## src/llc_cfg_consts.svh

```systemverilog
// Fixed geometry of 4 ways x 16 lines x 4 blocks of 8 bytes; changing a value needs a matching package review
`ifndef LLC_CFG_CONSTS_SVH
`define LLC_CFG_CONSTS_SVH
`default_nettype none

// Cache geometry
`define LLC_NUM_WAYS        4
`define LLC_NUM_LINES       16
`define LLC_INDEX_W         4
`define LLC_NUM_BLOCKS      4
`define LLC_BLOCK_OFS_W     2
// A block is 8 bytes wide
`define LLC_BYTE_OFS_W      3

// Bus and register widths
`define LLC_ADDR_W          32
`define LLC_REG_W           32
`define LLC_REG_ADDR_W      3

// Register map, word offsets
`define LLC_REG_CFG_SPM     0
`define LLC_REG_CFG_FLUSH   1
`define LLC_REG_COMMIT      2
`define LLC_REG_FLUSHED     3
`define LLC_REG_BIST        4

// AXI encodings used in flush descriptors
`define LLC_BLOCK_SIZE_CODE 3
`define LLC_BURST_INCR      1

`default_nettype wire
`endif
```

## src/llc_cfg_pkg.sv

```systemverilog
// Types for the LLC configuration and flush controller; widths come from llc_cfg_consts.svh
`include "llc_cfg_consts.svh"
`default_nettype none

package llc_cfg_pkg;

  // One bit per cache way
  typedef logic [`LLC_NUM_WAYS-1:0] way_mask_t;
  // Line index inside one way
  typedef logic [`LLC_INDEX_W-1:0]  line_idx_t;
  typedef logic [`LLC_ADDR_W-1:0]   addr_t;

  // Half-open region, start inclusive and end exclusive
  typedef struct packed {
    addr_t start_addr;
    addr_t end_addr;
  } region_rule_t;

  // Flush descriptor handed to the cache pipeline
  typedef struct packed {
    addr_t     addr;
    logic [7:0] len;
    logic [2:0] size;
    logic [1:0] burst;
    way_mask_t way_ind;
    logic      flush;
  } flush_desc_t;

  // Software register request, write strobe only
  typedef struct packed {
    logic                       we;
    logic [`LLC_REG_ADDR_W-1:0] addr;
    logic [`LLC_REG_W-1:0]      wdata;
  } reg_req_t;

  // Hardware updates from the flush FSM, these win over software writes
  typedef struct packed {
    logic      flushed_we;
    way_mask_t flushed_val;
    logic      spm_we;
    way_mask_t spm_val;
    logic      flush_clear;
    logic      commit_clear;
  } hw_upd_t;

  // Register contents seen by the FSM
  typedef struct packed {
    way_mask_t cfg_spm;
    way_mask_t cfg_flush;
    way_mask_t flushed;
    logic      commit;
  } cfg_view_t;

  typedef enum logic [2:0] {
    PRE_INIT,
    IDLE,
    WAIT_AX,
    WAIT_UNITS,
    INIT,
    SEND,
    WAIT_DONE,
    END
  } flush_state_e;

endpackage

`default_nettype wire

```

## src/llc_cfg_top.sv

```systemverilog
// Top of the config and flush controller; flush ends when llc_isolate_o returns low
`timescale 1ns/1ps
`include "llc_cfg_consts.svh"
`default_nettype none

module llc_cfg_top import llc_cfg_pkg::*; (
  input  logic                  clk_i,
  input  logic                  arst_n_i,
  input  reg_req_t              reg_req_i,
  output logic [`LLC_REG_W-1:0] reg_rdata_o,
  input  way_mask_t             bist_res_i,
  input  logic                  bist_valid_i,
  output flush_desc_t           desc_o,
  output logic                  desc_valid_o,
  input  logic                  desc_ready_i,
  input  logic                  flush_done_i,
  output logic                  llc_isolate_o,
  input  logic                  llc_isolated_i,
  input  logic                  aw_unit_busy_i,
  input  logic                  ar_unit_busy_i,
  input  addr_t                 slv_aw_addr_i,
  input  addr_t                 slv_ar_addr_i,
  input  region_rule_t          cached_rule_i,
  input  region_rule_t          spm_rule_i,
  output logic                  mst_aw_bypass_o,
  output logic                  mst_ar_bypass_o,
  output way_mask_t             spm_lock_o,
  output way_mask_t             flushed_o
);

  cfg_view_t cfg;
  hw_upd_t   hw_upd;
  logic      sw_lock;
  logic      seq_start;
  way_mask_t cur_way;
  logic      way_done;
  logic      all_flushed;

  // Every way flushed means the cache holds nothing
  assign all_flushed = &cfg.flushed;
  assign spm_lock_o  = cfg.cfg_spm;
  assign flushed_o   = cfg.flushed;

  //////////////////////////////////////////////////
  // Registers, control and sequencer
  //////////////////////////////////////////////////
  llc_cfg_regs i_regs (
    .clk_i        ( clk_i        ),
    .arst_n_i     ( arst_n_i     ),
    .reg_req_i    ( reg_req_i    ),
    .reg_rdata_o  ( reg_rdata_o  ),
    .hw_upd_i     ( hw_upd       ),
    .sw_lock_i    ( sw_lock      ),
    .bist_res_i   ( bist_res_i   ),
    .bist_valid_i ( bist_valid_i ),
    .cfg_o        ( cfg          )
  );

  llc_flush_fsm i_fsm (
    .clk_i          ( clk_i          ),
    .arst_n_i       ( arst_n_i       ),
    .cfg_i          ( cfg            ),
    .bist_res_i     ( bist_res_i     ),
    .bist_valid_i   ( bist_valid_i   ),
    .llc_isolated_i ( llc_isolated_i ),
    .aw_unit_busy_i ( aw_unit_busy_i ),
    .ar_unit_busy_i ( ar_unit_busy_i ),
    .way_done_i     ( way_done       ),
    .hw_upd_o       ( hw_upd         ),
    .sw_lock_o      ( sw_lock        ),
    .llc_isolate_o  ( llc_isolate_o  ),
    .seq_start_o    ( seq_start      ),
    .cur_way_o      ( cur_way        )
  );

  llc_flush_line_seq i_seq (
    .clk_i        ( clk_i        ),
    .arst_n_i     ( arst_n_i     ),
    .start_i      ( seq_start    ),
    .way_i        ( cur_way      ),
    .desc_o       ( desc_o       ),
    .desc_valid_o ( desc_valid_o ),
    .desc_ready_i ( desc_ready_i ),
    .flush_done_i ( flush_done_i ),
    .way_done_o   ( way_done     )
  );

  // Bypass steering, one decoder per address channel
  llc_bypass_decode i_aw_bypass (
    .addr_i        ( slv_aw_addr_i   ),
    .cached_rule_i ( cached_rule_i   ),
    .spm_rule_i    ( spm_rule_i      ),
    .all_flushed_i ( all_flushed     ),
    .bypass_o      ( mst_aw_bypass_o )
  );

  llc_bypass_decode i_ar_bypass (
    .addr_i        ( slv_ar_addr_i   ),
    .cached_rule_i ( cached_rule_i   ),
    .spm_rule_i    ( spm_rule_i      ),
    .all_flushed_i ( all_flushed     ),
    .bypass_o      ( mst_ar_bypass_o )
  );

endmodule

`default_nettype wire

```

## src/llc_bypass_decode.sv

```systemverilog
// Zero-latency region check; overlapping regions resolve in favour of the SPM region
`timescale 1ns/1ps
`default_nettype none

module llc_bypass_decode import llc_cfg_pkg::*; (
  input  addr_t        addr_i,
  input  region_rule_t cached_rule_i,
  input  region_rule_t spm_rule_i,
  input  logic         all_flushed_i,
  output logic         bypass_o
);

  logic spm_hit;
  logic cached_hit;

  // Start inclusive, end exclusive
  assign spm_hit    = (addr_i >= spm_rule_i.start_addr) &&
                      (addr_i < spm_rule_i.end_addr);
  assign cached_hit = (addr_i >= cached_rule_i.start_addr) &&
                      (addr_i < cached_rule_i.end_addr);

  always_comb begin
    if (spm_hit) begin
      // SPM always lives in the cache
      bypass_o = 1'b0;
    end else if (cached_hit) begin
      // Nothing left to cache with, go straight to memory
      bypass_o = all_flushed_i;
    end else begin
      // Unmapped addresses take the bypass
      bypass_o = 1'b1;
    end
  end

endmodule

`default_nettype wire

```

## src/llc_flush_line_seq.sv

```systemverilog
// Sends lines 0 to 15 of one way in order; expects exactly one completion pulse per sent line
`timescale 1ns/1ps
`include "llc_cfg_consts.svh"
`default_nettype none

module llc_flush_line_seq import llc_cfg_pkg::*; (
  input  logic        clk_i,
  input  logic        arst_n_i,
  input  logic        start_i,
  input  way_mask_t   way_i,
  output flush_desc_t desc_o,
  output logic        desc_valid_o,
  input  logic        desc_ready_i,
  input  logic        flush_done_i,
  output logic        way_done_o
);

  localparam line_idx_t LastLine = line_idx_t'(`LLC_NUM_LINES - 1);

  way_mask_t way_q;
  line_idx_t line_q;
  line_idx_t recv_q;
  logic      valid_q;
  logic      active_q;
  logic      all_sent;

  // All descriptors of the way have been accepted
  assign all_sent   = active_q && !valid_q;
  // Last completion closes the way
  assign way_done_o = all_sent && flush_done_i && (recv_q == LastLine);

  always_ff @(posedge clk_i or negedge arst_n_i) begin
    if (!arst_n_i) begin
      way_q    <= '0;
      line_q   <= '0;
      recv_q   <= '0;
      valid_q  <= 1'b0;
      active_q <= 1'b0;
    end else if (start_i) begin
      // Way of the running flush
      way_q    <= way_i;
      line_q   <= '0;
      recv_q   <= '0;
      valid_q  <= 1'b1;
      active_q <= 1'b1;
    end else begin
      // Send side advances only on a handshake
      if (valid_q && desc_ready_i) begin
        if (line_q == LastLine) begin
          valid_q <= 1'b0;
        end else begin
          line_q <= line_q + line_idx_t'(1);
        end
      end
      // Completions overlap with sending
      if (active_q && flush_done_i) begin
        recv_q <= recv_q + line_idx_t'(1);
      end
      if (way_done_o) begin
        active_q <= 1'b0;
      end
    end
  end

  // Descriptor built from registers only so it holds under back-pressure
  assign desc_valid_o   = valid_q;
  assign desc_o.addr    = addr_t'(line_q) << (`LLC_BLOCK_OFS_W + `LLC_BYTE_OFS_W);
  assign desc_o.len     = 8'(`LLC_NUM_BLOCKS - 1);
  assign desc_o.size    = 3'(`LLC_BLOCK_SIZE_CODE);
  assign desc_o.burst   = 2'(`LLC_BURST_INCR);
  assign desc_o.way_ind = way_q;
  assign desc_o.flush   = 1'b1;

  a_desc_stable : assert property (
    @(posedge clk_i) disable iff (!arst_n_i)
    desc_valid_o && !desc_ready_i |=> desc_valid_o && $stable(desc_o));

endmodule

`default_nettype wire

```

## src/llc_flush_fsm.sv

```systemverilog
// One flush at a time, one way at a time; starts in PRE_INIT and waits for a BIST result
`timescale 1ns/1ps
`default_nettype none

module llc_flush_fsm import llc_cfg_pkg::*; (
  input  logic      clk_i,
  input  logic      arst_n_i,
  input  cfg_view_t cfg_i,
  // BIST result maps faulty ways as SPM
  input  way_mask_t bist_res_i,
  input  logic      bist_valid_i,
  // Port isolation and splitter status
  input  logic      llc_isolated_i,
  input  logic      aw_unit_busy_i,
  input  logic      ar_unit_busy_i,
  // From the line sequencer
  input  logic      way_done_i,
  output hw_upd_t   hw_upd_o,
  output logic      sw_lock_o,
  output logic      llc_isolate_o,
  output logic      seq_start_o,
  output way_mask_t cur_way_o
);

  flush_state_e state_q, state_d;
  // Ways still waiting for their flush
  way_mask_t    to_flush_q, to_flush_d;
  way_mask_t    pend;

  //////////////////////////////////////////////////
  // State and pending mask registers
  //////////////////////////////////////////////////
  always_ff @(posedge clk_i or negedge arst_n_i) begin
    if (!arst_n_i) begin
      state_q    <= PRE_INIT;
      to_flush_q <= '0;
    end else begin
      state_q    <= state_d;
      to_flush_q <= to_flush_d;
    end
  end

  // Lowest pending way, one-hot
  assign cur_way_o = to_flush_q & (~to_flush_q + way_mask_t'(1));

  // Normal operation only in IDLE
  assign sw_lock_o     = (state_q != IDLE);
  assign llc_isolate_o = (state_q != IDLE);

  // INIT mask, explicit flush has priority over SPM configuration
  assign pend = (|cfg_i.cfg_flush) ? (cfg_i.cfg_flush & ~cfg_i.flushed)
                                   : (cfg_i.cfg_spm & ~cfg_i.flushed);

  //////////////////////////////////////////////////
  // Next state and register updates
  //////////////////////////////////////////////////
  always_comb begin
    state_d     = state_q;
    to_flush_d  = to_flush_q;
    hw_upd_o    = '0;
    seq_start_o = 1'b0;
    unique case (state_q)
      PRE_INIT: begin
        // Faulty ways become SPM and count as flushed, no flush runs
        if (bist_valid_i) begin
          hw_upd_o.spm_we      = 1'b1;
          hw_upd_o.spm_val     = bist_res_i;
          hw_upd_o.flushed_we  = 1'b1;
          hw_upd_o.flushed_val = bist_res_i;
          state_d              = IDLE;
        end
      end
      IDLE: begin
        if (cfg_i.commit) begin
          hw_upd_o.commit_clear = 1'b1;
          state_d               = WAIT_AX;
        end
      end
      WAIT_AX: begin
        // Slave port must be quiet first
        if (llc_isolated_i) begin
          state_d = WAIT_UNITS;
        end
      end
      WAIT_UNITS: begin
        if (!aw_unit_busy_i && !ar_unit_busy_i) begin
          state_d = INIT;
        end
      end
      INIT: begin
        // SPM path drops flushed bits of ways no longer locked
        if (!(|cfg_i.cfg_flush)) begin
          hw_upd_o.flushed_we  = 1'b1;
          hw_upd_o.flushed_val = cfg_i.cfg_spm & cfg_i.flushed;
        end
        if (pend == '0) begin
          hw_upd_o.flush_clear = 1'b1;
          state_d              = IDLE;
        end else begin
          to_flush_d = pend;
          state_d    = SEND;
        end
      end
      SEND: begin
        // Single start pulse for the lowest pending way
        seq_start_o = 1'b1;
        state_d     = WAIT_DONE;
      end
      WAIT_DONE: begin
        if (way_done_i) begin
          state_d = END;
        end
      end
      END: begin
        if (to_flush_q == cur_way_o) begin
          // Last way, flushed falls back to the SPM ways
          hw_upd_o.flushed_we  = 1'b1;
          hw_upd_o.flushed_val = cfg_i.cfg_spm;
          hw_upd_o.flush_clear = 1'b1;
          to_flush_d           = '0;
          state_d              = IDLE;
        end else begin
          hw_upd_o.flushed_we  = 1'b1;
          hw_upd_o.flushed_val = cfg_i.flushed | cur_way_o;
          state_d              = INIT;
        end
      end
      default: state_d = PRE_INIT;
    endcase
  end

  // Sequencer gets exactly one way per start
  a_start_onehot : assert property (
    @(posedge clk_i) disable iff (!arst_n_i) seq_start_o |-> $onehot(cur_way_o));

  // Port stays isolated until the sequencer reports the way done
  a_isolate_held : assert property (
    @(posedge clk_i) disable iff (!arst_n_i)
    seq_start_o |=> llc_isolate_o throughout (way_done_i [->1]));

endmodule

`default_nettype wire

```

## src/llc_cfg_regs.sv

```systemverilog
// Register file with async reset; unknown offsets read zero and SPM/flush writes drop while locked
`timescale 1ns/1ps
`include "llc_cfg_consts.svh"
`default_nettype none

module llc_cfg_regs import llc_cfg_pkg::*; (
  input  logic                  clk_i,
  input  logic                  arst_n_i,
  // Software port
  input  reg_req_t              reg_req_i,
  output logic [`LLC_REG_W-1:0] reg_rdata_o,
  // Hardware port from the flush FSM
  input  hw_upd_t               hw_upd_i,
  input  logic                  sw_lock_i,
  // Tag storage BIST result
  input  way_mask_t             bist_res_i,
  input  logic                  bist_valid_i,
  output cfg_view_t             cfg_o
);

  way_mask_t cfg_spm_q;
  way_mask_t cfg_flush_q;
  way_mask_t flushed_q;
  way_mask_t bist_q;
  logic      commit_q;

  // Decoded software writes
  logic wr_spm;
  logic wr_flush;
  logic wr_commit;

  // SPM and flush masks are frozen for software during a flush
  assign wr_spm    = reg_req_i.we && !sw_lock_i &&
                     (reg_req_i.addr == `LLC_REG_ADDR_W'(`LLC_REG_CFG_SPM));
  assign wr_flush  = reg_req_i.we && !sw_lock_i &&
                     (reg_req_i.addr == `LLC_REG_ADDR_W'(`LLC_REG_CFG_FLUSH));
  // Commit only ever gets set by software
  assign wr_commit = reg_req_i.we && reg_req_i.wdata[0] &&
                     (reg_req_i.addr == `LLC_REG_ADDR_W'(`LLC_REG_COMMIT));

  //////////////////////////////////////////////////
  // Register update, hardware first
  //////////////////////////////////////////////////
  always_ff @(posedge clk_i or negedge arst_n_i) begin
    if (!arst_n_i) begin
      cfg_spm_q   <= '0;
      cfg_flush_q <= '0;
      flushed_q   <= '0;
      bist_q      <= '0;
      commit_q    <= 1'b0;
    end else begin
      if (hw_upd_i.spm_we) begin
        cfg_spm_q <= hw_upd_i.spm_val;
      end else if (wr_spm) begin
        cfg_spm_q <= reg_req_i.wdata[`LLC_NUM_WAYS-1:0];
      end
      if (hw_upd_i.flush_clear) begin
        cfg_flush_q <= '0;
      end else if (wr_flush) begin
        cfg_flush_q <= reg_req_i.wdata[`LLC_NUM_WAYS-1:0];
      end
      // Flushed is read-only for software
      if (hw_upd_i.flushed_we) begin
        flushed_q <= hw_upd_i.flushed_val;
      end
      if (hw_upd_i.commit_clear) begin
        commit_q <= 1'b0;
      end else if (wr_commit) begin
        commit_q <= 1'b1;
      end
      // Last BIST result stays visible
      if (bist_valid_i) begin
        bist_q <= bist_res_i;
      end
    end
  end

  //////////////////////////////////////////////////
  // Combinational read mux
  //////////////////////////////////////////////////
  always_comb begin
    case (reg_req_i.addr)
      `LLC_REG_ADDR_W'(`LLC_REG_CFG_SPM):   reg_rdata_o = `LLC_REG_W'(cfg_spm_q);
      `LLC_REG_ADDR_W'(`LLC_REG_CFG_FLUSH): reg_rdata_o = `LLC_REG_W'(cfg_flush_q);
      `LLC_REG_ADDR_W'(`LLC_REG_COMMIT):    reg_rdata_o = `LLC_REG_W'(commit_q);
      `LLC_REG_ADDR_W'(`LLC_REG_FLUSHED):   reg_rdata_o = `LLC_REG_W'(flushed_q);
      `LLC_REG_ADDR_W'(`LLC_REG_BIST):      reg_rdata_o = `LLC_REG_W'(bist_q);
      default:                              reg_rdata_o = '0;
    endcase
  end

  assign cfg_o.cfg_spm   = cfg_spm_q;
  assign cfg_o.cfg_flush = cfg_flush_q;
  assign cfg_o.flushed   = flushed_q;
  assign cfg_o.commit    = commit_q;

  // The FSM only acknowledges a commit that software actually raised
  a_commit_clear_when_set : assert property (
    @(posedge clk_i) disable iff (!arst_n_i) hw_upd_i.commit_clear |-> commit_q);

endmodule

`default_nettype wire

```

## config.mk

```make
export PLATFORM = sky130hd
export DESIGN_NAME = llc_cfg_top
export DESIGN_NICKNAME = d
export VERILOG_FILES = /design/src/llc_cfg_pkg.sv /design/src/llc_cfg_top.sv /design/src/llc_bypass_decode.sv /design/src/llc_flush_line_seq.sv /design/src/llc_flush_fsm.sv /design/src/llc_cfg_regs.sv
export VERILOG_INCLUDE_DIRS = /design/src
export SDC_FILE = /design/constraint.sdc
export NUM_CORES = 1
export LEC_CHECK = 0
export ABC_AREA = 1
export ABC_CLOCK_PERIOD_IN_PS = 2100
export BUFFER_PORTS_ARGS = -buffer_cell sky130_fd_sc_hd__buf_4
export CORE_MARGIN = 3
export CORE_UTILIZATION = 42
export DETAILED_ROUTE_END_ITERATION = 7
export PLACE_DENSITY = 0.8
export SETUP_SLACK_MARGIN = 0.3
export SLEW_MARGIN = 20
export SYNTH_ARGS = -nofsm -noshare
export SYNTH_HDL_FRONTEND = slang
export SYNTH_SLANG_ARGS = --single-unit
```

## constraint.sdc

```tcl
create_clock -name clk_i -period 2.1 [get_ports clk_i]
set_clock_uncertainty 0.05 [all_clocks]
set_input_delay 0.21 -clock clk_i [delete_from_list [all_inputs] [get_ports clk_i]]
set_output_delay 0.21 -clock clk_i [all_outputs]
set_load 0.01 [all_outputs]
```

======== After elaboration in Yosys (flattened, before gate mapping) ========
Index checks and enable logic that the tools add are counted.
W data, S select, Z words.
cells by class
  equal/unequal tests ..................... 23
  multiplexer cells ....................... 44
  add/sub/neg operators ................... 3
  magnitude comparators ................... 8
  bitwise logic cells ..................... 7
  reduce and logical (&&, ||, !) cells .... 36
operators by type and width
  cell                   number
  $ge A32 B32 Y1         4
  $lt A32 B32 Y1         4
  $mux W4                13
  $pmux W3 S8            1
  $mux W3                7
  $pmux W4 S5            1
  $and A4 B4 Y4          4
  $mux W1                16
  $reduce_bool A2 Y1     8
  $eq A3 B3 Y1 const B   5
  $logic_and A1 B1 Y1    15
  $pmux W5 S3            1
  $add A4 B1 Y4 const B  3
  $eq A3 B2 Y1 const B   4
  $mux W10               1
  $mux W5                2
  $ne A2 B2 Y1 const B   5
  $eq A4 B4 Y1 const B   2
  $not A4 Y4             2
  $pmux W4 S2            1
  $eq A3 B1 Y1 const B   2
  $logic_not A3 Y1       2
  $ne A2 B1 Y1 const B   3
  $reduce_and A5 Y1      1
  10 further kinds       14
storage, ports and cells
  input port bits ......................... 240
  logic and storage cells ................. 133
  register bits after elaboration ......... 38

======== Longest topological paths before layout ========
Gate-level depths: netlist of run 1.
  depth after elaboration ................. 7
  gate-level depth with buffers ........... 16

======== Modules after synthesis ========
From an unflattened synthesis of run 1, not the netlist that was laid out.
unflattened totals
  cells, all modules ...................... 1,508
  area, all modules ....................... 9,696.8 µm²
modules (own cells, without submodules)
  module              area each (µm²)  times used  cells each  sequential area each (µm²)
  llc_bypass_decode   3,354.5          2           550         0.0
  llc_cfg_regs        1,147.4          1           135         425.4
  llc_flush_line_seq  993.5            1           126         350.3
  llc_flush_fsm       835.8            1           144         175.2
  llc_cfg_top         11.3             1           3           0.0

======== Least setup slack after synthesis of run 1 ========
Ideal clock, no wire load.
  path type ............................... input port to output port
  from .................................... in cached_rule_i[31] in the netlist's numbering
  to ...................................... out mst_ar_bypass_o
  stages on the path ...................... 10
  path slack .............................. 502 ps
  buffers on the path ..................... 0
  required time ........................... 1,840 ps
  arrival time ............................ 1,338 ps
  path through ............................ inv_1 -> ha_1 -> nand2_1 -> nor2_1 -> nand2_1 -> nor4b_1 -> nand2_1 -> nand2_1 -> nor2_1 -> nor2_1
between the ends
  cells in the longest elaborated chain, start to end .. 4
ends and longest elaborated chain
  what                 RTL line                 RTL
  from (decl)          llc_cfg_top.sv:23        input region_rule_t cached_rule_i,
  $lt A32 B32 Y1       llc_bypass_decode.sv:20  (addr_i < cached_rule_i.end_addr);
  $logic_and A1 B1 Y1  llc_bypass_decode.sv:19  assign cached_hit = (addr_i >= cached_rule_i.start_addr) &&
  $mux W1              llc_bypass_decode.sv:26  end else if (cached_hit) begin
  $mux W1              llc_bypass_decode.sv:23  if (spm_hit) begin
  to (decl)            llc_cfg_top.sv:26        output logic mst_ar_bypass_o,
No other way between the ends.

======== Worst setup path in the final report of run 1 ========
  from .................................... in spm_rule_i[31] in the netlist's numbering
  to ...................................... out mst_ar_bypass_o
between the ends
  cells in the longest elaborated chain, start to end .. 3
ends and longest elaborated chain
  what                 RTL line                 RTL
  from (decl)          llc_cfg_top.sv:24        input region_rule_t spm_rule_i,
  $lt A32 B32 Y1       llc_bypass_decode.sv:18  (addr_i < spm_rule_i.end_addr);
  $logic_and A1 B1 Y1  llc_bypass_decode.sv:17  assign spm_hit = (addr_i >= spm_rule_i.start_addr) &&
  $mux W1              llc_bypass_decode.sv:23
No other way between the ends.

==> results of run 1 <==
## flip-flops by register name (all words and copies together) (netlist names)
name,count
i_seq.way_q,4
i_regs.cfg_spm_q,4
i_regs.commit_q,1
i_fsm.to_flush_q,4
i_regs.cfg_flush_q,4
i_seq.recv_q,4
i_seq.line_q,4
i_regs.bist_q,4
i_regs.flushed_q,4
i_seq.desc_valid_o,1
i_seq.active_q,1
i_fsm.state_q,3
## through the flow
| step | setup slack (ps) | power (W) |
|---|---|---|
| global placement | -61.3 | 0.00441 |
| detailed placement | -111 | 0.00452 |
| finish | 116 | 0.00576 |
| floorplan | 502 | 0.00343 |
| global route | -2.68 | 0.00629 |
| CTS | 57.8 | 0.00559 |
## where the power goes
part | internal, W | switching (W) | total (W)
Clock | 0.000682 | 0.000307 | 0.000989
Sequential | 0.00103 | 0.000331 | 0.00136
Combinational | 0.00146 | 0.00195 | 0.00341
Total | 0.00317 | 0.00259 | 0.00576
## what timing repair did
item	in CTS	in global routing
pin swaps	20	19
gates cloned	0	0
hold endpoints to repair	38	0
resized for setup	44	42
hold buffers	1	0
setup endpoints to repair	2	16
setup buffers	0	5
## logic make-up after synthesis
| group | count (synthesis) | share of synthesized area (%) |
|---|---|---|
| other cells | 2 | 0.0856 |
| compound gates | 222 | 13.8 |
| fa+ha+maj | 254 | 36.2 |
| flops | 38 | 10.8 |
| simple gates | 487 | 22.8 |
| buf+inv | 299 | 16.2 |
## cell type report
cell class	instances	share of cell area, %
flip-flops and latches	38	8.58
inverters	219	7.54
diodes	1	0.0225
repair buffers	243	16.9
multi-input cells	1033	62.1
well taps	270	3.03
clock buffers	5	1.12
clock inverters	3	0.618
## worst max path at each step
stage | slack [ps] | endpoint | depth (start not counted)
after detailed placement | -110 | mst_ar_bypass_o | 12
after floorplan | 500 | mst_ar_bypass_o | 10
after global routing | -3 | mst_aw_bypass_o | 12
final | 120 | mst_ar_bypass_o | 12
after CTS | 60 | mst_ar_bypass_o | 11
after global placement | -60 | mst_ar_bypass_o | 12
## per-layer routing
| metal | track usage (%) | up-vias | share of wire [%] |
|---|---|---|---|
| met5 | 0 | - | 0.077 |
| met4 | 5.99 | 2 | 2.7 |
| met2 | 39.9 | 302 | 50 |
| li1 | - | 4634 | - |
| met1 | 25.5 | 3988 | 39 |
| met3 | 3.49 | 49 | 8.0 |
## critical path, delay by kind of cell
kind | cells | cell delay, ps
buffers and inverters | 3 | 280
adder cells (fa/ha/maj) | 1 | 270
AND/OR/NAND/NOR | 8 | 960
## synthesized netlist by cell type, types with 2 or more instances
cell,instances,area (um^2)
sky130_fd_sc_hd__o21ai_0,52,260
sky130_fd_sc_hd__o2111ai_1,4,35.0
sky130_fd_sc_hd__nand2_2,3,18.8
sky130_fd_sc_hd__dfrtp_1,38,951
sky130_fd_sc_hd__o22ai_1,4,25.0
sky130_fd_sc_hd__buf_4,79,593
sky130_fd_sc_hd__o21bai_1,2,15.0
sky130_fd_sc_hd__o211ai_1,3,22.5
sky130_fd_sc_hd__o211a_1,2,20.0
sky130_fd_sc_hd__inv_2,7,26.3
sky130_fd_sc_hd__a31oi_1,4,25.0
sky130_fd_sc_hd__nor2_2,5,31.3
sky130_fd_sc_hd__conb_1,2,7.51
sky130_fd_sc_hd__nor3_1,13,65.1
sky130_fd_sc_hd__inv_1,212,796
sky130_fd_sc_hd__nor4b_1,2,17.5
sky130_fd_sc_hd__ha_1,254,3180
sky130_fd_sc_hd__nand4_1,14,87.6
sky130_fd_sc_hd__o21ai_1,5,25.0
sky130_fd_sc_hd__a21o_1,2,15.0
sky130_fd_sc_hd__a21oi_1,129,646
sky130_fd_sc_hd__nor4_1,4,25.0
sky130_fd_sc_hd__nand3_1,32,160
sky130_fd_sc_hd__nor2_1,93,349
sky130_fd_sc_hd__o21a_1,8,60.1
sky130_fd_sc_hd__nand2_1,313,1170
==> run summary, run 1 <==
Measured against its own limit, the worst slew margin works out to 66.6%. The wire length of the first global-routing pass is 39.8 mm, and the I/O pin count is 334. The initial antenna violation count was 2; the number of cells traversed by the worst register-to-register path was 9. Detailed placement finished with a half-perimeter wire length of 22.7 mm. The tools report the category of the worst setup path capture point as a primary output.

Max-cap violations in this run came to 0. After global routing the overflow that remains totals 0. Walking the worst path, the cells encountered are buf_8 > inv_6 > ha_4 > nand2_4 > nor2_4 > nand4_1 > nor4_2 > nand2_1 > nand2_1 > nor2_2 > nor2_2 > buf_4. The die is 151 um wide. The die covers 22700 um^2.

The via count was 8975. The tools report the number of buffers created by CTS as 5. The level count of the clock H-tree is 2, and the endpoint arrival time on the critical path is 1720 ps. The CTS clock-pin slew for the worst setup and hold paths works out to 60 ps. The master cell of the clock root buffer was sky130_fd_sc_hd__clkbuf_16.

The final count of negative-setup-slack endpoints is 0, and the number of sinks on the clock net is 38. The multi-input combinational cells in the finished layout cover a total of 6920 um^2. The reg2reg setup slack was 420 ps; the worst hold-check slack was 92.8 ps.

Launch point of the worst path: spm_rule_i[31]. Average wire per cell in the routed design: 14.4 um. The end point of the most critical hold path is i_regs.bist_q[1]. The filler cells instantiated in the layout total 1900. The flow ran to the end, and the final reports show no timing, DRC or antenna violations. The highest cell delay on the worst timing path was 270 ps. The via count of the first global-routing pass came out at 8524. The finished cells cover 11100 um^2. In the routed design, unresolved DRC markers number 0.

Aggregate global-route resource usage: 21.5%. Count of state elements after synthesis: 38. The region available for standard cell placement spans 20400 um^2.

The most common library cell in the layout ignoring fill and taps is sky130_fd_sc_hd__nand2_1. Worst hold path stage count: 3. The run gives 504 MHz as the highest attainable clock frequency. The routed via count divided by cell count was 4.95; the number of DRC markers in iteration 0 was 267. The final layout contains routed wiring with a total length of 26.1 mm. The worst register-to-register path begins at i_regs.cfg_flush_q[3]. Startpoint of the worst hold path: bist_res_i[1]. The cell type of the slowest stage on the worst timing path is sky130_fd_sc_hd__ha_4. At the pin with the least slew margin, the transition time is 500 ps.

The top cell types in the final layout, fill and taps aside, are sky130_fd_sc_hd__nand2_1 (306), sky130_fd_sc_hd__ha_1 (243), sky130_fd_sc_hd__buf_4 (230), sky130_fd_sc_hd__inv_1 (205), sky130_fd_sc_hd__a21oi_1 (124). Cell area reported after detailed placement: 10500 um^2. No sink is reached through more buffers than the 2 on the longest clock path.

For this run, asynchronously set or reset flops after synthesis account for 100%. The endpoint identified for the worst register-to-register timing path is i_regs.cfg_flush_q[3]. After the flow finishes, the layout carries non-filler instances totaling 1812. The netlist uses 42 different library cells.

Of all nets on the critical path, the largest fanout is 2. The Yosys step of the flow raised 0 warnings. The final critical delay including setup and external delays was 1980 ps; the maximum ir drop on the vdd rail was 0.000802 V.

The count of nets left with antenna violations once routing finished came out at 0. The count of flip-flops with a built-in enable after synthesis was 0. The worst setup path is launched from an input pin.

Compared with the post-synthesis result, the final layout area differs by 27.0%. The fraction of the cycle the final worst path needs is 94.5%, and the core utilization of the finished layout is 54.7%. The clock reaches the later pin of the worst-skew pair after 280 ps. TritonCTS built the clock tree. For the final routed database, the setup TNS stands at 0 ps. After floorplanning, the core was divided into 52 placement rows. Once the floorplan was initialized, standard cells occupied 43.1% of the core. Input and output buffers added on the ports amount to 235. The storage element area was 956 um^2; the count of nets after finishing was 2034.

Mean instance size in the synthesized netlist: 6.74 um^2. The total count of hold-check failures in the final report was 0; the routability congestion estimate from global placement was 0.941. The mapped netlist covers 8770 um^2.

The critical path is of the in -> out type. At the worst endpoint, the required time is 1840 ps. The power per unit of standard cell area is 517 nW/um^2, and the ratio of cells with drive above 1 in the final layout is 21.0%. Sequential elements use 10.8% of the synthesized area. In this run, placement finished with an instance count of 1797. For this run, the leading register cell type out of synthesis is sky130_fd_sc_hd__dfrtp_1. For this run, the detailed router's first-pass iteration total came to 6. For this design the static power due to leakage is 6.44 nW.

The tightest min-delay check is of the in -> reg type. The height of the chip is 151 um, and the number of instances in the synthesized netlist is 1302. Setup repair after global routing could not meet its margin everywhere.

For the total count of max-transition violations in the final report, the log shows 0. Entering global routing, the biggest net connects 39 pins.
Note: power is estimated with default switching activity, not from simulation.
==> inputs of run 2 (changes only) <==
--- a/config.mk
+++ b/config.mk
@@ -6,13 +6,12 @@
 export SDC_FILE = /design/constraint.sdc
 export NUM_CORES = 1
 export LEC_CHECK = 0
-export ABC_AREA = 1
 export ABC_CLOCK_PERIOD_IN_PS = 2100
 export BUFFER_PORTS_ARGS = -buffer_cell sky130_fd_sc_hd__buf_4
 export CORE_MARGIN = 3
 export CORE_UTILIZATION = 42
 export DETAILED_ROUTE_END_ITERATION = 7
-export PLACE_DENSITY = 0.8
+export PLACE_DENSITY = 0.81
 export SETUP_SLACK_MARGIN = 0.3
 export SLEW_MARGIN = 20
 export SYNTH_ARGS = -nofsm -noshare
==> run 2 against run 1 <==
Against the previous run:
- the run now ends with negative setup slack left
- core utilization rose by 12 points
- cell area rose by 15%
- global-route usage is 3.0 points higher
- sequential power is 8% higher
- critical path type unchanged
- register-to-register slack got worse by 400 ps
- routed wire length grew 21%
- clock power hardly changed
- synthesized area decreased by 4.6%
==> run summary, run 2 <==
The run gives 62.4% (was 66.6%) as the tightest slew margin relative to the limit. The logs give 24.6% (was 21.5%) for the aggregate global-route resource usage and 24.0 mm (was 22.7 mm) for the placed wire-length estimate. The average wire per cell in the routed design is 18.3 um (was 14.4 um).

The via count of the first global-routing pass is 9227 (was 8524). The total power came out at 0.00793 W (was 0.00576 W). Final-layout fill cell count: 1441 (was 1900). The cell type of the slowest stage on the worst timing path was sky130_fd_sc_hd__a311oi_2 (was sky130_fd_sc_hd__ha_4).

TritonCTS built the clock tree. The number of detailed-route iterations in the first pass came out at 5 (was 6). Total count of hold-check failures in the final report: 0 (unchanged). The tools report the category of the worst setup path capture point as a primary output (unchanged). The number of remaining DRC errors came out at 0 (unchanged).

The class of the most critical hold timing path is in -> reg (unchanged). The tools report the data required time at the worst endpoint as 1840 ps (about the same). Setup repair after global routing could not meet its margin everywhere. The height of the chip is 147 um (was 151 um), and the total count of max-transition violations in the final report is 0 (unchanged). The level count of the clock H-tree is 2 (unchanged), and the cell area reported after detailed placement is 11400 um^2 (was 10500 um^2). The tools report the clock insertion delay at the later pin of the skew report as 290 ps (was 280 ps). Total of max-cap violations: 0 (unchanged).

Arithmetic-cell share of the synthesized area counting full adders, half adders and majority gates: 38.0% (was 36.2%). The die outline area came out at 21600 um^2 (was 22700 um^2). The pre-CTS worst setup slack is -866 ps (was -111 ps), and the count of antenna-violating nets left after detailed routing is 0 (unchanged). Power per unit of standard cell area: 622 nW/um^2 (was 517 nW/um^2). The logs give 0 (was 2) for the initial antenna violation count and 0 (unchanged) for the Yosys warning count. The post-synthesis to final-layout area growth is 52.5% (was 27.0%), and the design area is 12800 um^2 (was 11100 um^2). Initial core utilization: 43.7% (was 43.1%). The run gives 39 (unchanged) as the pin count of the biggest net entering global routing. For the core area, the log shows 19100 um^2 (was 20400 um^2). The post-synthesis share of cell area spent on xor and xnor gates is 0.733% (was 0%). The multi-input logic area came out at 7420 um^2 (was 6920 um^2). The tools report the total congestion overflow after global routing as 0 (unchanged).

The endpoint arrival time on the critical path came out at 2340 ps (was 1720 ps). Dominant combinational cell family by area after synthesis: adder cells (unchanged). The number of standard-cell rows in the floorplan was 50 (was 52). Ranking of synthesized cells by instance count: sky130_fd_sc_hd__ha_1 (254), sky130_fd_sc_hd__inv_1 (132), sky130_fd_sc_hd__a21oi_1 (91) (was sky130_fd_sc_hd__nand2_1 (313), sky130_fd_sc_hd__ha_1 (254), sky130_fd_sc_hd__inv_1 (212)). The master cell of the clock root buffer is sky130_fd_sc_hd__clkbuf_16 (unchanged). The routed via count divided by cell count is 5.53 (was 4.95), and the fraction of the cycle the final worst path needs is 124% (was 94.5%). For the sequential-to-total area share from yosys stat, the log shows 11.4% (was 10.8%).

Most repeated cell in the gate-level netlist after synthesis: sky130_fd_sc_hd__ha_1 (was sky130_fd_sc_hd__nand2_1). The maximum ir drop on the vdd rail was 0.000914 V (was 0.000802 V); the count of nets after finishing was 1960 (was 2034). The number of sinks on the clock net was 38 (unchanged). Floorplan die width: 147 um (was 151 um). The port buffer count came out at 235 (unchanged). The run finished, with violations left. Ordered cell list for the critical path: buf_4 > ha_4 > nand2_4 > nor4_4 > buf_4 > buf_12 > o311ai_4 > a311oi_2 > a211oi_2 > o21bai_1 > a32oi_2 > buf_4 (was buf_8 > inv_6 > ha_4 > nand2_4 > nor2_4 > nand4_1 > nor4_2 > nand2_1 > nand2_1 > nor2_2 > nor2_2 > buf_4). The leakage power total is 6.91 nW (was 6.44 nW), and the count of flip-flops with a built-in enable after synthesis is 0 (unchanged). The logs give 31.6 mm (was 26.1 mm) for the sum of routed wire length over all layers and 961 um^2 (was 956 um^2) for the storage element area.

The classification of the worst setup path is in -> out (unchanged). For the wire length of the first global-routing pass, the log shows 44.4 mm (was 39.8 mm). The tools report the total standard cell area after synthesis as 8370 um^2 (was 8770 um^2).

The launch point of the worst path is slv_ar_addr_i[15] (was spm_rule_i[31]). The highest cell delay on the worst timing path is 400 ps (was 270 ps). Cell types occupying the most area after synthesis: sky130_fd_sc_hd__ha_1 (38%), sky130_fd_sc_hd__dfrtp_1 (11%), sky130_fd_sc_hd__buf_4 (7.0%) (was sky130_fd_sc_hd__ha_1 (36%), sky130_fd_sc_hd__nand2_1 (13%), sky130_fd_sc_hd__dfrtp_1 (11%)). The commonest register cell after synthesis is sky130_fd_sc_hd__dfrtp_1 (unchanged). The via count was 9552 (was 8975). Most frequent cells in the layout: sky130_fd_sc_hd__buf_4 (419), sky130_fd_sc_hd__ha_1 (232), sky130_fd_sc_hd__inv_1 (115), sky130_fd_sc_hd__a21oi_1 (74), sky130_fd_sc_hd__conb_1 (70) (was sky130_fd_sc_hd__nand2_1 (306), sky130_fd_sc_hd__ha_1 (243), sky130_fd_sc_hd__buf_4 (230), sky130_fd_sc_hd__inv_1 (205), sky130_fd_sc_hd__a21oi_1 (124)). The tools report the worst flop-to-flop path startpoint as i_regs.cfg_flush_q[1] (was i_regs.cfg_flush_q[3]). The kind of cell adding the most delay to the critical path is compound AO/OA/AOI/OAI gates (was simple AND/OR/NAND/NOR gates). The final critical delay including setup and external delays is 2600 ps (was 1980 ps). Among the stages of the critical path, the cell type that occurs most often is sky130_fd_sc_hd__buf_4.

The checks that failed: negative setup slack. The type of element launching the critical path was an input pin (unchanged). The maximum fanout along the worst path was 3 (was 2).

The transition at the pin with the smallest max-transition slack was 549 ps (was 500 ps). The multiplexer share of the synthesized area was 2.48% (was 0%); the number of antenna cells inserted was 0 (was 1). For the number of buffers created by CTS, the log shows 5 (unchanged). The most common library cell in the layout ignoring fill and taps is sky130_fd_sc_hd__buf_4 (was sky130_fd_sc_hd__nand2_1). The area fraction in and, or, nand and nor cells after synthesis is 14.7% (was 22.8%), and the fraction of post-synthesis cell area in the top cell type by area is 38.0% (was 36.2%). The number of buffers and inverters on the critical path is 4 (was 3), and the number of instances in the synthesized netlist is 1043 (was 1302).

The startpoint of the worst hold path was bist_res_i[2] (was bist_res_i[1]). The core utilization of the finished layout was 66.6% (was 54.7%). The share of the synthesized area in compound gates (AO/OA/AOI/OAI) came out at 19.4% (was 13.8%). The ratio of cells with drive above 1 in the final layout is 39.7% (was 21.0%), and the final count of negative-setup-slack endpoints is 2 (was 0). Mean instance size in the synthesized netlist: 8.02 um^2 (was 6.74 um^2). The I/O pin count came out at 334 (unchanged). The routability congestion estimate from global placement is 0.947 (was 0.941).

The highest attainable clock frequency is 384 MHz (was 504 MHz), and the worst setup margin is -504 ps (was 116 ps). The biggest area consumer among synthesized cells was sky130_fd_sc_hd__ha_1 (unchanged). The count of state elements after synthesis is 38 (unchanged), and the fraction of registers with async set or reset after synthesis is 100% (unchanged). The buffer depth of the longest clock path came out at 2 (unchanged).

The tools report the number of distinct library cell variants in the gate-level netlist after synthesis as 65 (was 42). The CTS clock-pin slew for the worst setup and hold paths is 60 ps (about the same). For the number of DRC markers in iteration 0, the log shows 408 (was 267).
run 2: final cells by class:
cell class	instances	share of cell area, %
multi-input combinational	857	58.1
timing repair buffer	432	26.1
sequential	38	7.53
inverter	132	4.20
tap	260	2.55
clock buffer	5	0.981
clock inverter	3	0.540
run 2: kinds of logic (layout without fill, tap and decap cells):
group	after synthesis	count (layout)
xor+xnor	7	7
buf+inv	216	572
other cells	2	70
fa+ha+maj	254	254
flops	38	38
mux	20	20
simple gates	248	248
compound gates	258	258
run 2: stage by stage:
stage               setup TNS (ps)  instances  hold slack (ps)
floorplan                        0       1111             -136
global placement             -1320       1681              153
detailed placement           -1460       1681              153
finish                        -877       1727              118
CTS                           -854       1711              119
global route                  -994       1727              116
run 2: final timing paths:
check	endpoint	slack (ps)	cells past startpoint
setup / recovery	mst_ar_bypass_o	-500	12
hold / removal	i_regs.bist_q[2]	120	2
setup reg to reg	i_fsm.to_flush_q[3]	20	8
hold reg to reg	i_seq.way_q[2]	440	2
max in group asynchronous	i_fsm.state_q[2]	1250	2
min in group asynchronous	i_fsm.to_flush_q[1]	380	2
run 2: repair_timing:
item	4_1_cts	5_1_grt
setup endpoints to repair	12	20
setup buffers	21	16
resized for setup	64	128
hold endpoints to repair	38	0
hold buffers	1	0
pin swaps	28	62
run 2: power by group:
part	internal, W	switching, W
logic	0.00270	0.00276
registers	0.00106	0.000415
clock network	0.000682	0.000307
run 2: metal layers:
layer	part of all wire (%)	vias to the layer above	routed length [um]	global-route usage (%)
met5	0	-	0	0
met4	5.6	0	1770	9.04
met3	5.9	146	1850	2.31
met2	51	496	16100	46.8
met1	38	4411	11900	28.3
li1	-	4499	-	-
==> inputs of run 3 (changes only) <==
--- a/config.mk
+++ b/config.mk
@@ -11,6 +11,7 @@
 export CORE_MARGIN = 3
 export CORE_UTILIZATION = 42
 export DETAILED_ROUTE_END_ITERATION = 7
+export MAX_ROUTING_LAYER = met4
 export PLACE_DENSITY = 0.81
 export SETUP_SLACK_MARGIN = 0.3
 export SLEW_MARGIN = 20
==> run 3 against run 2 <==
Against the previous run:
- the run still ends with negative setup slack left
- core utilization decreased by 2.6 points
- fmax is 2.8% higher
- flip-flop and latch count is the same
- die area stayed put
- total power fell by 3.6%
- cell area fell by 3.9%
- first-iteration DRC count up 26%
- non-clock buffer count is 6 lower
- clock-buffer cell count grew 1
- critical path depth fell by 1
- largest cell class unchanged
- largest power group unchanged
==> run summary, run 3 (synthesis results as in run 2) <==
The CTS clock-pin slew for the worst setup and hold paths is 60 ps (about the same), and the routability congestion estimate from global placement is 0.964 (was 0.947). The number of buffers and inverters on the critical path is 4 (unchanged), and the final critical delay including setup and external delays is 2530 ps (was 2600 ps). Core area: 19100 um^2 (unchanged). The tools report the launch point of the worst path as spm_rule_i[1] (was slv_ar_addr_i[15]).

The maximum ir drop on the vdd rail is 0.00103 V (was 0.000914 V), and the routed via count divided by cell count is 5.47 (was 5.53). The worst flop-to-flop path startpoint was i_regs.cfg_flush_q[0] (was i_regs.cfg_flush_q[1]). Endpoint of the lowest-slack register-to-register path: i_fsm.to_flush_q[3] (unchanged). The run gives 9476 (was 9227) as the via count of the first global-routing pass. The number of buffers created by CTS was 5 (unchanged); the maximum fanout along the worst path was 2 (was 3). The via count is 9407 (was 9552), and the number of sinks on the clock net is 38 (unchanged). The number of standard-cell rows in the floorplan was 50 (unchanged). The tools report the pre-CTS worst setup slack as -922 ps (was -866 ps). The cell type of the slowest stage on the worst timing path was sky130_fd_sc_hd__a2111oi_1 (was sky130_fd_sc_hd__a311oi_2). The tools report the number of remaining DRC errors as 0 (unchanged). The run gives 0 (unchanged) as the total congestion overflow after global routing. Most common cell type on the critical path: sky130_fd_sc_hd__buf_4 (unchanged). The average wire per cell in the routed design was 17.6 um (was 18.3 um); the port buffer count was 235 (unchanged). The final cell count without fillers is 1720 (was 1727).

The cell count along the critical path was 11 (was 12). For the total count of max-transition violations in the final report, the log shows 0 (unchanged). The tools report the worst hold-check slack as 124 ps (was 118 ps). The number of cells traversed by the worst register-to-register path is 8 (unchanged), and the sum of routed wire length over all layers is 30.2 mm (was 31.6 mm).

The number of instances in the placed design is 1683 (was 1681). The flow ran to the end, but the final reports show violations. The number of antenna cells inserted came out at 0 (unchanged). The type of element launching the critical path was an input pin (unchanged). Final count of negative-setup-slack endpoints: 6 (was 2). The run gives 334 (unchanged) as the I/O pin count.

The category of the worst setup path capture point was a primary output (unchanged). Master cell of the clock root buffer: sky130_fd_sc_hd__clkbuf_16 (unchanged). Endpoint arrival time on the critical path: 2270 ps (was 2340 ps). The data required time at the worst endpoint came out at 1840 ps (about the same). Fraction of the cycle the final worst path needs: 121% (was 124%).

The level count of the clock H-tree is 2 (unchanged), and the buffer depth of the longest clock path is 2 (unchanged). End point of the critical path: mst_ar_bypass_o (unchanged). The die outline area was 21600 um^2 (unchanged); the highest attainable clock frequency was 395 MHz (was 384 MHz).

The floorplan die width came out at 147 um (unchanged). Most frequent cells in the layout: sky130_fd_sc_hd__buf_4 (417), sky130_fd_sc_hd__ha_1 (243), sky130_fd_sc_hd__inv_1 (124), sky130_fd_sc_hd__a21oi_1 (79), sky130_fd_sc_hd__nand2_1 (72) (was sky130_fd_sc_hd__buf_4 (419), sky130_fd_sc_hd__ha_1 (232), sky130_fd_sc_hd__inv_1 (115), sky130_fd_sc_hd__a21oi_1 (74), sky130_fd_sc_hd__conb_1 (70)). The total of max-cap violations was 0 (unchanged); the count of antenna-violating nets left after detailed routing was 0 (unchanged).

The tools report the final sum of negative setup slack as -1100 ps (was -877 ps). The kind of cell adding the most delay to the critical path was compound AO/OA/AOI/OAI gates (unchanged). The aggregate global-route resource usage came out at 25.8% (was 24.6%). The leakage power total was 6.82 nW (was 6.91 nW). The highest cell delay on the worst timing path came out at 480 ps (was 400 ps). TritonCTS built the clock tree. For the placed wire-length estimate, the log shows 24.4 mm (was 24.0 mm). The tightest slew margin relative to the limit is 60.3% (was 62.4%). The run gives 280 ps (was 290 ps) as the clock insertion delay at the later pin of the skew report. Class of the most critical hold timing path: in -> reg (unchanged).

The wire length of the first global-routing pass is 45.5 mm (was 44.4 mm), and the initial antenna violation count is 0 (unchanged). The ratio of cells with drive above 1 in the final layout is 36.0% (was 39.7%). The post-synthesis to final-layout area growth is 46.6% (was 52.5%).

The tools report the worst setup margin as -433 ps (was -504 ps). Ordered cell list for the critical path: buf_4 > inv_1 > ha_1 > a2111oi_1 > nor3_1 > o21ai_1 > a211oi_1 > o31ai_1 > buf_4 > a32oi_2 > buf_4 (was buf_4 > ha_4 > nand2_4 > nor4_4 > buf_4 > buf_12 > o311ai_4 > a311oi_2 > a211oi_2 > o21bai_1 > a32oi_2 > buf_4). The power per unit of standard cell area was 623 nW/um^2 (was 622 nW/um^2); the height of the chip was 147 um (unchanged).

For the number of DRC markers in iteration 0, the log shows 513 (was 408). Total power: 0.00764 W (was 0.00793 W). Setup repair after global routing could not meet its margin everywhere. The tools report the initial core utilization as 43.7% (unchanged). Count of nets after finishing: 1954 (was 1960).

The most common library cell in the layout ignoring fill and taps is sky130_fd_sc_hd__buf_4 (unchanged). The total count of hold-check failures in the final report was 0 (unchanged). Violated checks: negative setup slack (unchanged). The logs give 39 (unchanged) for the pin count of the biggest net entering global routing and 5 (unchanged) for the number of detailed-route iterations in the first pass. Classification of the worst setup path: in -> out (unchanged). The reg2reg setup slack was -70 ps (was 20 ps); the transition at the pin with the smallest max-transition slack was 592 ps (was 549 ps).
[run 3: worst reg2reg max path, cell delays in order (launching register included)]
cell and delay (ps):
sky130_fd_sc_hd__dfrtp_2 420, sky130_fd_sc_hd__nor4_4 280, sky130_fd_sc_hd__buf_6 190, sky130_fd_sc_hd__a21oi_2 100
sky130_fd_sc_hd__nor2_4 170, sky130_fd_sc_hd__nor4_4 90, sky130_fd_sc_hd__o31ai_2 340, sky130_fd_sc_hd__nand2_1 180
sky130_fd_sc_hd__a22o_1 230
[run 3: layer usage]
metal  share of wire (%)  track usage (%)  vias up
met5                   0                -        -
met4                 4.9             10.5        0
met3                 5.8             2.19      126
met2                  50             46.9      458
met1                  39             29.2     4342
li1                    -                -     4481
[run 3: cell type report]
type | instances | area [um^2]
clock buffer | 6 | 139
multi-input combinational | 857 | 7050
clock inverter | 1 | 30.0
fill | 1529 | 6880
inverter | 132 | 513
tap | 260 | 325
sequential | 38 | 960
timing repair buffer | 426 | 3250
[run 3: worst min-delay path by stage]
stage,from,to,slack (ps),cells past startpoint
finish,bist_res_i[2],i_regs.bist_q[2],120,2
detailed placement,arst_n_i,i_fsm.to_flush_q[3],160,1
global placement,arst_n_i,i_seq.way_q[2],150,1
floorplan,arst_n_i,i_fsm.state_q[0],-140,0
global route,bist_res_i[2],i_regs.bist_q[2],130,2
CTS,bist_res_i[3],i_regs.cfg_spm_q[3],120,3
[run 3: stage by stage]
stage          area, um^2  utilization (%)
2_1_floorplan        8700                -
3_3_place_gp        11400             59.5
3_5_place_dp        11400             59.5
4_1_cts             11800             61.9
5_1_grt             12300             64.1
6_report            12300             64.1
[run 3: power by group]
part / internal [W] / switching, W
Sequential: 0.00105 / 0.000410
Combinational: 0.00263 / 0.00267
Clock: 0.000586 / 0.000295
[run 3: repair_timing]
item	CTS	global route
gates resized for setup	37	74
setup buffers	17	12
endpoints found under the hold margin	38	0
gates cloned	0	0
pin swaps	19	38
setup endpoints to repair	12	20
hold buffers	1	0
